--- src/pmp_mem_pkg.sv ---
`default_nettype none

package pmp_mem_pkg;

  typedef enum logic [1:0] {
    u_mode = 2'd0,
    s_mode = 2'd1,
    m_mode = 2'd3
  } priv_e;

  // instr set means fetch; otherwise any strobe means store.
  typedef struct packed {
    logic [31:0] addr;
    logic        instr;
    logic [3:0]  wstrb;
    priv_e       priv;
  } mem_req_t;

  localparam logic [3:0] cause_instr_fault = 4'd1;
  localparam logic [3:0] cause_load_fault  = 4'd5;
  localparam logic [3:0] cause_store_fault = 4'd7;

  typedef struct packed {
    logic        fault;
    logic [3:0]  cause; // zero when no fault.
    logic [31:0] tval;  // faulting address.
  } check_rsp_t;

endpackage

`default_nettype wire

--- src/pmp_csr_pkg.sv ---
`default_nettype none

package pmp_csr_pkg;

  typedef logic [11:0] csr_addr_t;

  localparam csr_addr_t pmpcfg0_addr  = 12'h3A0;
  localparam csr_addr_t pmpaddr0_addr = 12'h3B0;
  localparam csr_addr_t pmpaddr1_addr = 12'h3B1;
  localparam csr_addr_t pmpaddr2_addr = 12'h3B2;
  localparam csr_addr_t pmpaddr3_addr = 12'h3B3;

  typedef enum logic [1:0] {
    off   = 2'd0,
    tor   = 2'd1,
    na4   = 2'd2,
    napot = 2'd3
  } pmp_mode_e;

  typedef struct packed {
    logic      l;
    logic [1:0] rsvd; // reads as zero.
    pmp_mode_e a;
    logic      x;
    logic      w;
    logic      r;
  } pmpcfg_entry_t;

  // entry i sits in bits 8i+7..8i of the csr word.
  typedef union packed {
    logic [31:0]             raw;
    pmpcfg_entry_t [3:0]     entry;
  } pmpcfg_word_u;

  typedef struct packed {
    logic        en;
    csr_addr_t   addr;
    logic [31:0] data;
  } csr_write_t;

endpackage

`default_nettype wire
--- src/pmp_unit.sv ---
`timescale 1ns/1ps
`default_nettype none

module pmp_unit #(
  parameter int num_entries = 4,
  parameter bit pmp_enable  = 1'b1
) (
  input  logic                    clk,
  input  logic                    rst,
  input  pmp_csr_pkg::csr_write_t csr_wr,
  input  pmp_csr_pkg::csr_addr_t  csr_raddr,
  output logic [31:0]             csr_rdata,
  input  pmp_mem_pkg::mem_req_t   req,
  input  logic                    req_valid,
  output logic                    req_ready,
  output pmp_mem_pkg::check_rsp_t rsp,
  output logic                    rsp_valid,
  input  logic                    rsp_ready
);

  pmp_csr_pkg::pmpcfg_entry_t [num_entries-1:0] cfg;
  logic [num_entries-1:0][31:0]                pmpaddr;
  logic [num_entries:0][31:0]                  bounds;
  logic [num_entries-1:0]                      hits;

  // bounds[i] is the tor floor of entry i, zero below entry 0.
  assign bounds = {pmpaddr, 32'h0};

  pmp_csr_file #(
    .num_entries(num_entries)
  ) u_csr_file (
    .clk      (clk),
    .rst      (rst),
    .csr_wr   (csr_wr),
    .csr_raddr(csr_raddr),
    .csr_rdata(csr_rdata),
    .cfg      (cfg),
    .pmpaddr  (pmpaddr)
  );

  for (genvar i = 0; i < num_entries; i++) begin : g_match
    pmp_region_match u_match (
      .cfg       (cfg[i]),
      .pmpaddr_lo(bounds[i]),
      .pmpaddr_hi(bounds[i+1]),
      .addr      (req.addr),
      .hit       (hits[i])
    );
  end

  pmp_checker #(
    .num_entries(num_entries),
    .pmp_enable (pmp_enable)
  ) u_checker (
    .clk      (clk),
    .rst      (rst),
    .req      (req),
    .req_valid(req_valid),
    .req_ready(req_ready),
    .cfg      (cfg),
    .hits     (hits),
    .rsp      (rsp),
    .rsp_valid(rsp_valid),
    .rsp_ready(rsp_ready)
  );

endmodule

`default_nettype wire

--- src/pmp_checker.sv ---
`timescale 1ns/1ps
`default_nettype none

module pmp_checker #(
  parameter int num_entries = 4,
  parameter bit pmp_enable  = 1'b1
) (
  input  logic                                        clk,
  input  logic                                        rst,
  input  pmp_mem_pkg::mem_req_t                       req,
  input  logic                                        req_valid,
  output logic                                        req_ready,
  input  pmp_csr_pkg::pmpcfg_entry_t [num_entries-1:0] cfg,
  input  logic [num_entries-1:0]                      hits,
  output pmp_mem_pkg::check_rsp_t                     rsp,
  output logic                                        rsp_valid,
  input  logic                                        rsp_ready
);

  logic                       is_fetch;
  logic                       is_store;
  logic                       found;
  pmp_csr_pkg::pmpcfg_entry_t sel_cfg;
  logic                       perm;
  logic                       is_m;
  logic                       pass;
  pmp_mem_pkg::check_rsp_t    rsp_d;
  logic                       accept;

  assign is_fetch = req.instr;
  assign is_store = !req.instr && (|req.wstrb);
  assign is_m     = (req.priv == pmp_mem_pkg::m_mode);

  // walk down so the lowest hit wins.
  always_comb begin
    found   = 1'b0;
    sel_cfg = '0;
    for (int i = num_entries - 1; i >= 0; i--) begin
      if (hits[i]) begin
        found   = 1'b1;
        sel_cfg = cfg[i];
      end
    end
  end

  always_comb begin
    if (is_fetch) begin
      perm = sel_cfg.x;
    end else if (is_store) begin
      perm = sel_cfg.w;
    end else begin
      perm = sel_cfg.r;
    end

    if (found) begin
      pass = perm || (!sel_cfg.l && is_m); // unlocked entries bind only below m-mode.
    end else begin
      pass = is_m;
    end
    if (!pmp_enable) begin
      pass = 1'b1;
    end

    rsp_d = '0;
    if (!pass) begin
      rsp_d.fault = 1'b1;
      rsp_d.tval  = req.addr;
      if (is_fetch) begin
        rsp_d.cause = pmp_mem_pkg::cause_instr_fault;
      end else if (is_store) begin
        rsp_d.cause = pmp_mem_pkg::cause_store_fault;
      end else begin
        rsp_d.cause = pmp_mem_pkg::cause_load_fault;
      end
    end
  end

  assign req_ready = !rsp_valid || rsp_ready;
  assign accept    = req_valid && req_ready;

  always_ff @(posedge clk) begin
    if (!rst) begin
      rsp_valid <= 1'b0;
    end else if (accept) begin
      rsp_valid <= 1'b1;
    end else if (rsp_ready) begin
      rsp_valid <= 1'b0;
    end
  end

  always_ff @(posedge clk) begin
    if (accept) begin
      rsp <= rsp_d;
    end
  end

  a_rsp_held : assert property (
    @(posedge clk) disable iff (!rst)
    rsp_valid && !rsp_ready |=> rsp_valid && $stable(rsp)
  );

  a_rsp_source : assert property (
    @(posedge clk) disable iff (!rst)
    rsp_valid |-> $past(accept || (rsp_valid && !rsp_ready))
  );

endmodule

`default_nettype wire

--- src/pmp_region_match.sv ---
`timescale 1ns/1ps
`default_nettype none

module pmp_region_match (
  input  pmp_csr_pkg::pmpcfg_entry_t cfg,
  input  logic [31:0]                pmpaddr_lo,
  input  logic [31:0]                pmpaddr_hi,
  input  logic [31:0]                addr,
  output logic                       hit
);

  logic [33:0] byte_addr;
  logic [33:0] tor_lo;
  logic [33:0] tor_hi;
  logic [31:0] word_addr;
  logic [31:0] napot_care;

  // compare on 34 bits so pmpaddr*4 cannot wrap.
  assign byte_addr = {2'b00, addr};
  assign tor_lo    = {pmpaddr_lo, 2'b00};
  assign tor_hi    = {pmpaddr_hi, 2'b00};
  assign word_addr = {2'b00, addr[31:2]};

  // ones over the trailing ones and the first zero, i.e. the low t+1 bits.
  // all ones when pmpaddr is all ones, so every address matches.
  assign napot_care = pmpaddr_hi ^ (pmpaddr_hi + 32'd1);

  always_comb begin
    hit = 1'b0;
    case (cfg.a)
      pmp_csr_pkg::tor: begin
        hit = (byte_addr >= tor_lo) && (byte_addr < tor_hi);
      end
      pmp_csr_pkg::na4: begin
        hit = (addr[31:2] == pmpaddr_hi[29:0]);
      end
      pmp_csr_pkg::napot: begin
        hit = ((word_addr & ~napot_care) == (pmpaddr_hi & ~napot_care));
      end
      default: begin
        hit = 1'b0; // off.
      end
    endcase
  end

endmodule

`default_nettype wire

--- src/pmp_csr_file.sv ---
`timescale 1ns/1ps
`default_nettype none

module pmp_csr_file #(
  parameter int num_entries = 4
) (
  input  logic                                        clk,
  input  logic                                        rst,
  input  pmp_csr_pkg::csr_write_t                     csr_wr,
  input  pmp_csr_pkg::csr_addr_t                      csr_raddr,
  output logic [31:0]                                 csr_rdata,
  output pmp_csr_pkg::pmpcfg_entry_t [num_entries-1:0] cfg,
  output logic [num_entries-1:0][31:0]                pmpaddr
);

  pmp_csr_pkg::pmpcfg_word_u wr_word;
  pmp_csr_pkg::pmpcfg_word_u rd_word;
  logic [num_entries-1:0]    addr_locked;
  logic [3:0]                wr_sel;
  logic [3:0]                rd_sel;

  function automatic logic [3:0] pmpaddr_onehot(input pmp_csr_pkg::csr_addr_t a);
    case (a)
      pmp_csr_pkg::pmpaddr0_addr: return 4'b0001;
      pmp_csr_pkg::pmpaddr1_addr: return 4'b0010;
      pmp_csr_pkg::pmpaddr2_addr: return 4'b0100;
      pmp_csr_pkg::pmpaddr3_addr: return 4'b1000;
      default:                    return 4'b0000;
    endcase
  endfunction

  assign wr_word.raw = csr_wr.data;
  assign wr_sel      = pmpaddr_onehot(csr_wr.addr);
  assign rd_sel      = pmpaddr_onehot(csr_raddr);

  // pmpaddr i also freezes when entry i+1 is a locked tor top.
  always_comb begin
    for (int i = 0; i < num_entries; i++) begin
      addr_locked[i] = cfg[i].l;
    end
    for (int i = 1; i < num_entries; i++) begin
      if (cfg[i].l && cfg[i].a == pmp_csr_pkg::tor) begin
        addr_locked[i-1] = 1'b1;
      end
    end
  end

  always_ff @(posedge clk) begin
    if (!rst) begin
      cfg     <= '0;
      pmpaddr <= '0;
    end else if (csr_wr.en) begin
      for (int i = 0; i < num_entries; i++) begin
        if (csr_wr.addr == pmp_csr_pkg::pmpcfg0_addr && !cfg[i].l) begin
          cfg[i] <= '{
            l:    wr_word.entry[i].l,
            rsvd: 2'b00,
            a:    wr_word.entry[i].a,
            x:    wr_word.entry[i].x,
            w:    wr_word.entry[i].w,
            r:    wr_word.entry[i].r
          };
        end
        if (wr_sel[i] && !addr_locked[i]) begin
          pmpaddr[i] <= csr_wr.data;
        end
      end
    end
  end

  always_comb begin
    rd_word.raw = '0; // unimplemented entries read zero.
    for (int i = 0; i < num_entries; i++) begin
      rd_word.entry[i] = cfg[i];
    end
  end

  always_comb begin
    csr_rdata = '0;
    if (csr_raddr == pmp_csr_pkg::pmpcfg0_addr) begin
      csr_rdata = rd_word.raw;
    end
    for (int i = 0; i < num_entries; i++) begin
      if (rd_sel[i]) begin
        csr_rdata = pmpaddr[i];
      end
    end
  end

  for (genvar g = 0; g < num_entries; g++) begin : g_lock_chk
    a_locked_cfg_stable : assert property (
      @(posedge clk) disable iff (!rst)
      cfg[g].l |=> $stable(cfg[g])
    );
  end

endmodule

`default_nettype wire

--- config.mk ---
export PLATFORM = sky130hd
export DESIGN_NAME = pmp_unit
export DESIGN_NICKNAME = d
export VERILOG_FILES = /design/src/pmp_mem_pkg.sv /design/src/pmp_csr_pkg.sv /design/src/pmp_unit.sv /design/src/pmp_checker.sv /design/src/pmp_region_match.sv /design/src/pmp_csr_file.sv
export SDC_FILE = /design/constraint.sdc
export NUM_CORES = 1
export LEC_CHECK = 0
export BUFFER_PORTS_ARGS = -buffer_cell sky130_fd_sc_hd__buf_4
export CAP_MARGIN = 20
export CORE_MARGIN = 5
export CORE_UTILIZATION = 36
export CTS_BUF_LIST = sky130_fd_sc_hd__clkbuf_8 sky130_fd_sc_hd__clkbuf_16
export DETAILED_ROUTE_END_ITERATION = 7
export PLACE_DENSITY = 0.5
export SLEW_MARGIN = 20
export SYNTH_ARGS = -nofsm -noshare
export SYNTH_HDL_FRONTEND = slang
export SYNTH_HIERARCHICAL = 1
export SYNTH_SLANG_ARGS = --single-unit
--- constraint.sdc ---
create_clock -name clk -period 9.35 [get_ports clk]
set_input_delay 0.4675 -clock clk [delete_from_list [all_inputs] [get_ports clk]]
set_output_delay 0.4675 -clock clk [all_outputs]
set_load 0.02 [all_outputs]
Yosys cells after proc, flatten, opt, wreduce, memory -nomap -nowiden
Index checks and enable logic that the tools add are counted. W data, S select, Z words.

Register bits: 190. Bits of input ports: 100.

Reduce and logical (&&, ||, !) cells: 41. Bitwise gates (word level): 16. Equal/unequal tests: 31. $add $sub $neg: 4. Magnitude comparators: 8. Mux-type cells: 30.

Operators by type and width (count): $mux W32 (5); $lt A32 B34 Y1 (4); $add A32 B1 Y32 const B (4); $and A30 B32 Y32 (4); $and A32 B32 Y32 (4); $eq A32 B32 Y1 (4); $not A32 Y32 (4); $xor A32 B32 Y32 (4); $eq A12 B10 Y1 const B (10); $eq A30 B30 Y1 (4); $ge A32 B34 Y1 (3); $mux W37 (1); $ge A32 B1 Y1 const B (1); $mux W8 (4); $pmux W4 S4 (2); $eq A2 B2 Y1 const B (9); $logic_and A1 B1 Y1 (18); $reduce_and A2 Y1 (8); $mux W1 (12); $pmux W1 S3 (4); $logic_not A1 Y1 (10); $eq A2 B1 Y1 const B (4); $mux W4 (1); $reduce_or A4 Y1 (1); other kinds (4) (5).

Depth between registers and ports, before layout
Word-level depth: 15. Gate-level depth with buffers: 18.

By module
The synthesis kept the hierarchy.

Modules (own cells, without submodules): pmp_region_match (seq. area each 0.0 µm², times used 4, area each 2911.5 µm², cells an instance 392); pmp_csr_file (seq. area each 3042.9 µm², times used 1, area each 7248.2 µm², cells an instance 777); pmp_checker (seq. area each 1101.1 µm², times used 1, area each 2035.7 µm², cells an instance 150); pmp_unit (seq. area each 0.0 µm², times used 1, area each 3.8 µm², cells an instance 1).

Worst setup path before layout
No wires, ideal clock.

Path type: flip-flop to flip-flop. From: register u_csr_file/pmpaddr[66] (netlist bit). To: register, netlist name u_checker/rsp[21]. Buffers on the path: 1. Cell stages (with the launch flop): 19. Slack: 4.635 ns. Period minus slack after synthesis: 4.715 ns. Library setup time: 0.283 ns. Arrival time: 4.432 ns. Cells stage by stage: dfxtp_1 > nand3_1 > or3_1 > nor4_1 > and3_1 > nand3_1 > ha_1 > xor2_1 > nand2_1 > xor2_1 > nand4_1 > nor4_2 > o2111ai_1 > a22oi_1 > nor2b_2 > a221o_1 > a31oi_4 > buf_6 > a211oi_2.

Longest elaborated chain between the ends: 13.

Ends and longest elaborated chain: from (decl) (RTL line pmp_csr_file.sv:13) `output logic [num_entries-1:0][31:0] pmpaddr`; from (signal, indexed assignment) (RTL line pmp_csr_file.sv:65) `pmpaddr[i] <= csr_wr.data;`; $add A32 B1 Y32 (RTL line pmp_region_match.sv:26) `assign napot_care = pmpaddr_hi ^ (pmpaddr_hi + 32'd1);`; $xor A32 B32 Y32 (RTL line pmp_region_match.sv:26); $not A32 Y32 (RTL line pmp_region_match.sv:38) `hit = ((word_addr & ~napot_care) == (pmpaddr_hi & ~napot_care));`; $and A30 B32 Y32 / $and A32 B32 Y32 (equally long branches) (RTL line pmp_region_match.sv:38); $eq A32 B32 Y1 (RTL line pmp_region_match.sv:38); $pmux W1 S3 * (RTL line pmp_region_match.sv:30) `case (cfg.a)`; named net hits[2] (RTL line pmp_unit.sv:24) `logic [num_entries-1:0] hits;`; $mux W8 (3 in series) (RTL line pmp_checker.sv:39) `if (hits[i]) begin`; $mux W1 / $logic_not A1 Y1 (equally long branches) (RTL line pmp_checker.sv:49, pmp_checker.sv:56); $mux W1 / $logic_and A1 B1 Y1 (equally long branches) (RTL line pmp_checker.sv:47, pmp_checker.sv:56); $logic_or A1 B1 Y1 (RTL line pmp_checker.sv:56) `pass = perm || (!sel_cfg.l && is_m);`; $mux W1 * (RTL line pmp_checker.sv:55) `if (found) begin`.

The timed path passes the listed nets; every way through them passes the cells marked *. A chain may end at the register's enable or synchronous reset.

Worst setup path in the final report
From: register u_csr_file/pmpaddr[66] (netlist bit). To: register, netlist name u_checker/rsp[7].

Longest elaborated chain between the ends: 13.

Ends and longest elaborated chain (RTL line): $add A32 B1 Y32 (pmp_region_match.sv:26); $xor A32 B32 Y32 (pmp_region_match.sv:26); $not A32 Y32 (pmp_region_match.sv:38); $and A30 B32 Y32 / $and A32 B32 Y32 (equally long branches) (pmp_region_match.sv:38); $eq A32 B32 Y1 (pmp_region_match.sv:38); $pmux W1 S3 * (pmp_region_match.sv:30); named net hits[2] (pmp_unit.sv:24); $mux W8 (3 in series) (pmp_checker.sv:39); $mux W1 / $logic_not A1 Y1 (equally long branches) (pmp_checker.sv:49, pmp_checker.sv:56); $mux W1 / $logic_and A1 B1 Y1 (equally long branches) (pmp_checker.sv:47, pmp_checker.sv:56); $logic_or A1 B1 Y1 (pmp_checker.sv:56); $mux W1 * (pmp_checker.sv:55).

Marked as above.

==> impl_metrics.csv <==
group,metric,value,unit
sta,drv_slew,0,
floorplan,die_area,62900,µm²
clock_network,clk_pin_slew,0.08,ns
setup_path,crit_type,"flip-flop to flip-flop",
drt,wl,79.4,mm
drt,drc,0,
logic_synthesis,yosysWarnings,6,
place,pre_cts_ws,3.35,ns
setup_path,end_kind,"flip-flop",
logic_synthesis,synthCells,2487,
clock_network,cts_hold_buf,0,
sta,worst_pin_slew,1.10,ns
final_layout,regArea,4140,µm²
drt,wl_per_cell,23.2,µm
sta,period_needed,6.13,ns
sta,clock.fmax,163,MHz
place,gp_congestion,0.937,
clock_network,insertion_delay,0.51,ns
floorplan,start_util,36.2,%
sta,setup_viol,0,
final_layout,num_antenna_cells,0,
floorplan,coreArea,57600,µm²
clock_network,htree_num_levels,4,
sta,hold_viol,0,
flow_run,maxCapViolCount,0,
clock_network,cts-root-buf,"clkbuf_16",
place,dp_hpwl,62.4,mm
logic_synthesis,netlist_area,20900,µm²
sta,fin_crit_sh,65.6,%
clock_network,cts_max_path_buffers,2,
global_route,grt_pass1_wl,117,mm
run_status,status,"finished clean",
drt,dr.first_iter.drc_count,1299,
final_layout,nFillCells,5785,
final_layout,multiInputGateArea,15300,µm²
floorplan,num_io_pins,171,
setup_path,path_cells,"nand3_1 > or3_1 > nor4_1 > and3_1 > nand3_1 > ha_1 > xor2_1 > nand2_1 > xor2_1 > nand4_1 > nor4_2 > o2111ai_1 > a22oi_1 > nor2b_2 > a221o_1 > a31oi_4 > buf_4 > a211oi_1",
drt,vias,18798,
floorplan,die_x,251,µm
power,p_per_area,85.3,nW/µm²
final_layout,drive_above_1_share,12.4,%
drt,routed_via_density,5.49,
clock_network,ctsResizeCount,0,
power,power,2.00,mW
sta,rsz0062_at_grt,"false",
global_route,grt_pass1_vias,18240,
clock_network,cts_setup_buffers,0,
setup_path,worstPathArrival,6.36,ns
global_route,grt_overflow,0,
floorplan,row_count,88,
sta,tns,0,ns
drt,antenna_left,0,
setup_path,required,9.58,ns
sta,max-slew-margin-rel,26.7,%
final_layout,areaGrowthSynthToFinish,12.2,%
global_route,grt_util_all_layers,24.6,%
place,port_buffers,169,
floorplan,die_height,251,µm
power,leakagePower,9.06,nW
clock_network,cts_inserted_buffers,17,
sta,setup_slack,3.22,ns
setup_path,crit_path_max_fanout,36,
setup_path,startpoint_type,"flip-flop",
final_layout,nets,3108,
logic_synthesis,avgSynthCellArea,8.39,µm²
drt,firstDrtPassIters,5,
global_route,antenna_found_initial,0,
power,vdd_drop_max,0.000152,V
setup_path,cp_slowest_cell,"nor4_1",
clock_network,cts_sinks,189,
sta,finClkSkew,0.0172,ns
global_route,grt_max_degree,73,
hold_path,hp-class,"input port to flip-flop",
clock_network,cts_tree,"done",
setup_path,cpPeakStageDelay,0.80,ns
[state kept, by name (all words and copies together), names as in the netlist]
register             flops
u_checker/rsp_valid      1
u_checker/rsp           36
u_csr_file/cfg          24
u_csr_file/pmpaddr     128
[layer usage]
metal	up-vias	part of all wire, %	routed length (µm)	global-route usage [%]
li1	9051	-	-	-
met2	520	48	37900	41.9
met5	-	0	0	0
met3	114	4.8	3800	3.03
met1	9113	44	34800	32.2
met4	0	3.5	2810	8.72
[worst max-delay path, delay by kind of cell (launching register included)]
| kind | cells | cell delay (ns) |
|---|---|---|
| AOI/OAI and AO/OA | 5 | 1.63 |
| and+or+nand+nor | 9 | 2.58 |
| DFF | 1 | 0.52 |
| xor gates and xnor gates | 2 | 0.30 |
| adders and majority gates | 1 | 0.32 |
| buffers and inverters | 1 | 0.49 |
[power by group]
| group | leakage (nW) | total [mW] | internal, mW | switching, mW |
|---|---|---|---|---|
| Clock | 0.278 | 0.756 | 0.354 | 0.402 |
| Sequential | 1.59 | 0.846 | 0.842 | 0.00362 |
| Combinational | 7.20 | 0.396 | 0.145 | 0.251 |
| Total | 9.06 | 2.00 | 1.34 | 0.657 |
[final timing paths]
kind                                                           from  slack [ns]                                    to  depth (start not counted)
worst min-delay path                                      csr_wr[5]        0.22  u_csr_file/pmpaddr[101]$_SDFFE_PN0P_                          3
worst max-delay path            u_csr_file/pmpaddr[66]$_SDFFE_PN0P_        3.22        u_checker/rsp[7]$_SDFFCE_PP0P_                         18
worst max register to register  u_csr_file/pmpaddr[66]$_SDFFE_PN0P_        3.22        u_checker/rsp[7]$_SDFFCE_PP0P_                         18
worst min register to register       u_csr_file/cfg[9]$_SDFFE_PN0P_        0.48        u_csr_file/cfg[9]$_SDFFE_PN0P_                          2
[per-stage QoR]
| stage | cells | hold slack (ns) | instance area (µm²) | utilization, % |
|---|---|---|---|---|
| 2_1_floorplan | 2518 | 0.442 | 21000 | - |
| 3_3_place_gp | 3393 | 0.461 | 22800 | 39.6 |
| 3_5_place_dp | 3394 | 0.474 | 22800 | 39.7 |
| 4_1_cts | 3426 | 0.184 | 23400 | 40.7 |
| 5_1_grt | 3426 | 0.214 | 23400 | 40.7 |
| 6_report | 3426 | 0.215 | 23400 | 40.7 |
[area by class of cell]
| cell class | count | share of cell area, % |
|---|---|---|
| inverter | 272 | 4.36 |
| tap | 765 | 4.09 |
| clock buffer | 17 | 1.82 |
| timing repair buffer | 184 | 5.93 |
| clock inverter | 15 | 0.663 |
| multi-input combinational | 1984 | 65.4 |
| sequential | 189 | 17.7 |
[cell usage in the layout, fill, tap and decap left out, drive strengths merged, types with 5 or more instances in the layout]
cell type / n
clkinv: 9
inv: 276
buf: 184
o21a: 8
mux2: 9
o32ai: 5
a21oi: 107
nor2: 60
and3: 20
a2111oi: 8
nand4: 85
a221oi: 14
o21ai: 80
and4: 27
conb: 33
nor2b: 19
nand3: 78
dfxtp: 153
mux4: 8
nor4b: 6
clkbuf: 17
o211ai: 13
o22a: 15
nand2: 438
and2: 18
nor3: 16
nor4: 17
a21o: 20
a211oi: 44
a32o: 9
a31oi: 5
ha: 360
edfxtp: 36
mux2i: 146
a21boi: 37
xor2: 228
No activity file was read; power rests on OpenSTA's default activity.
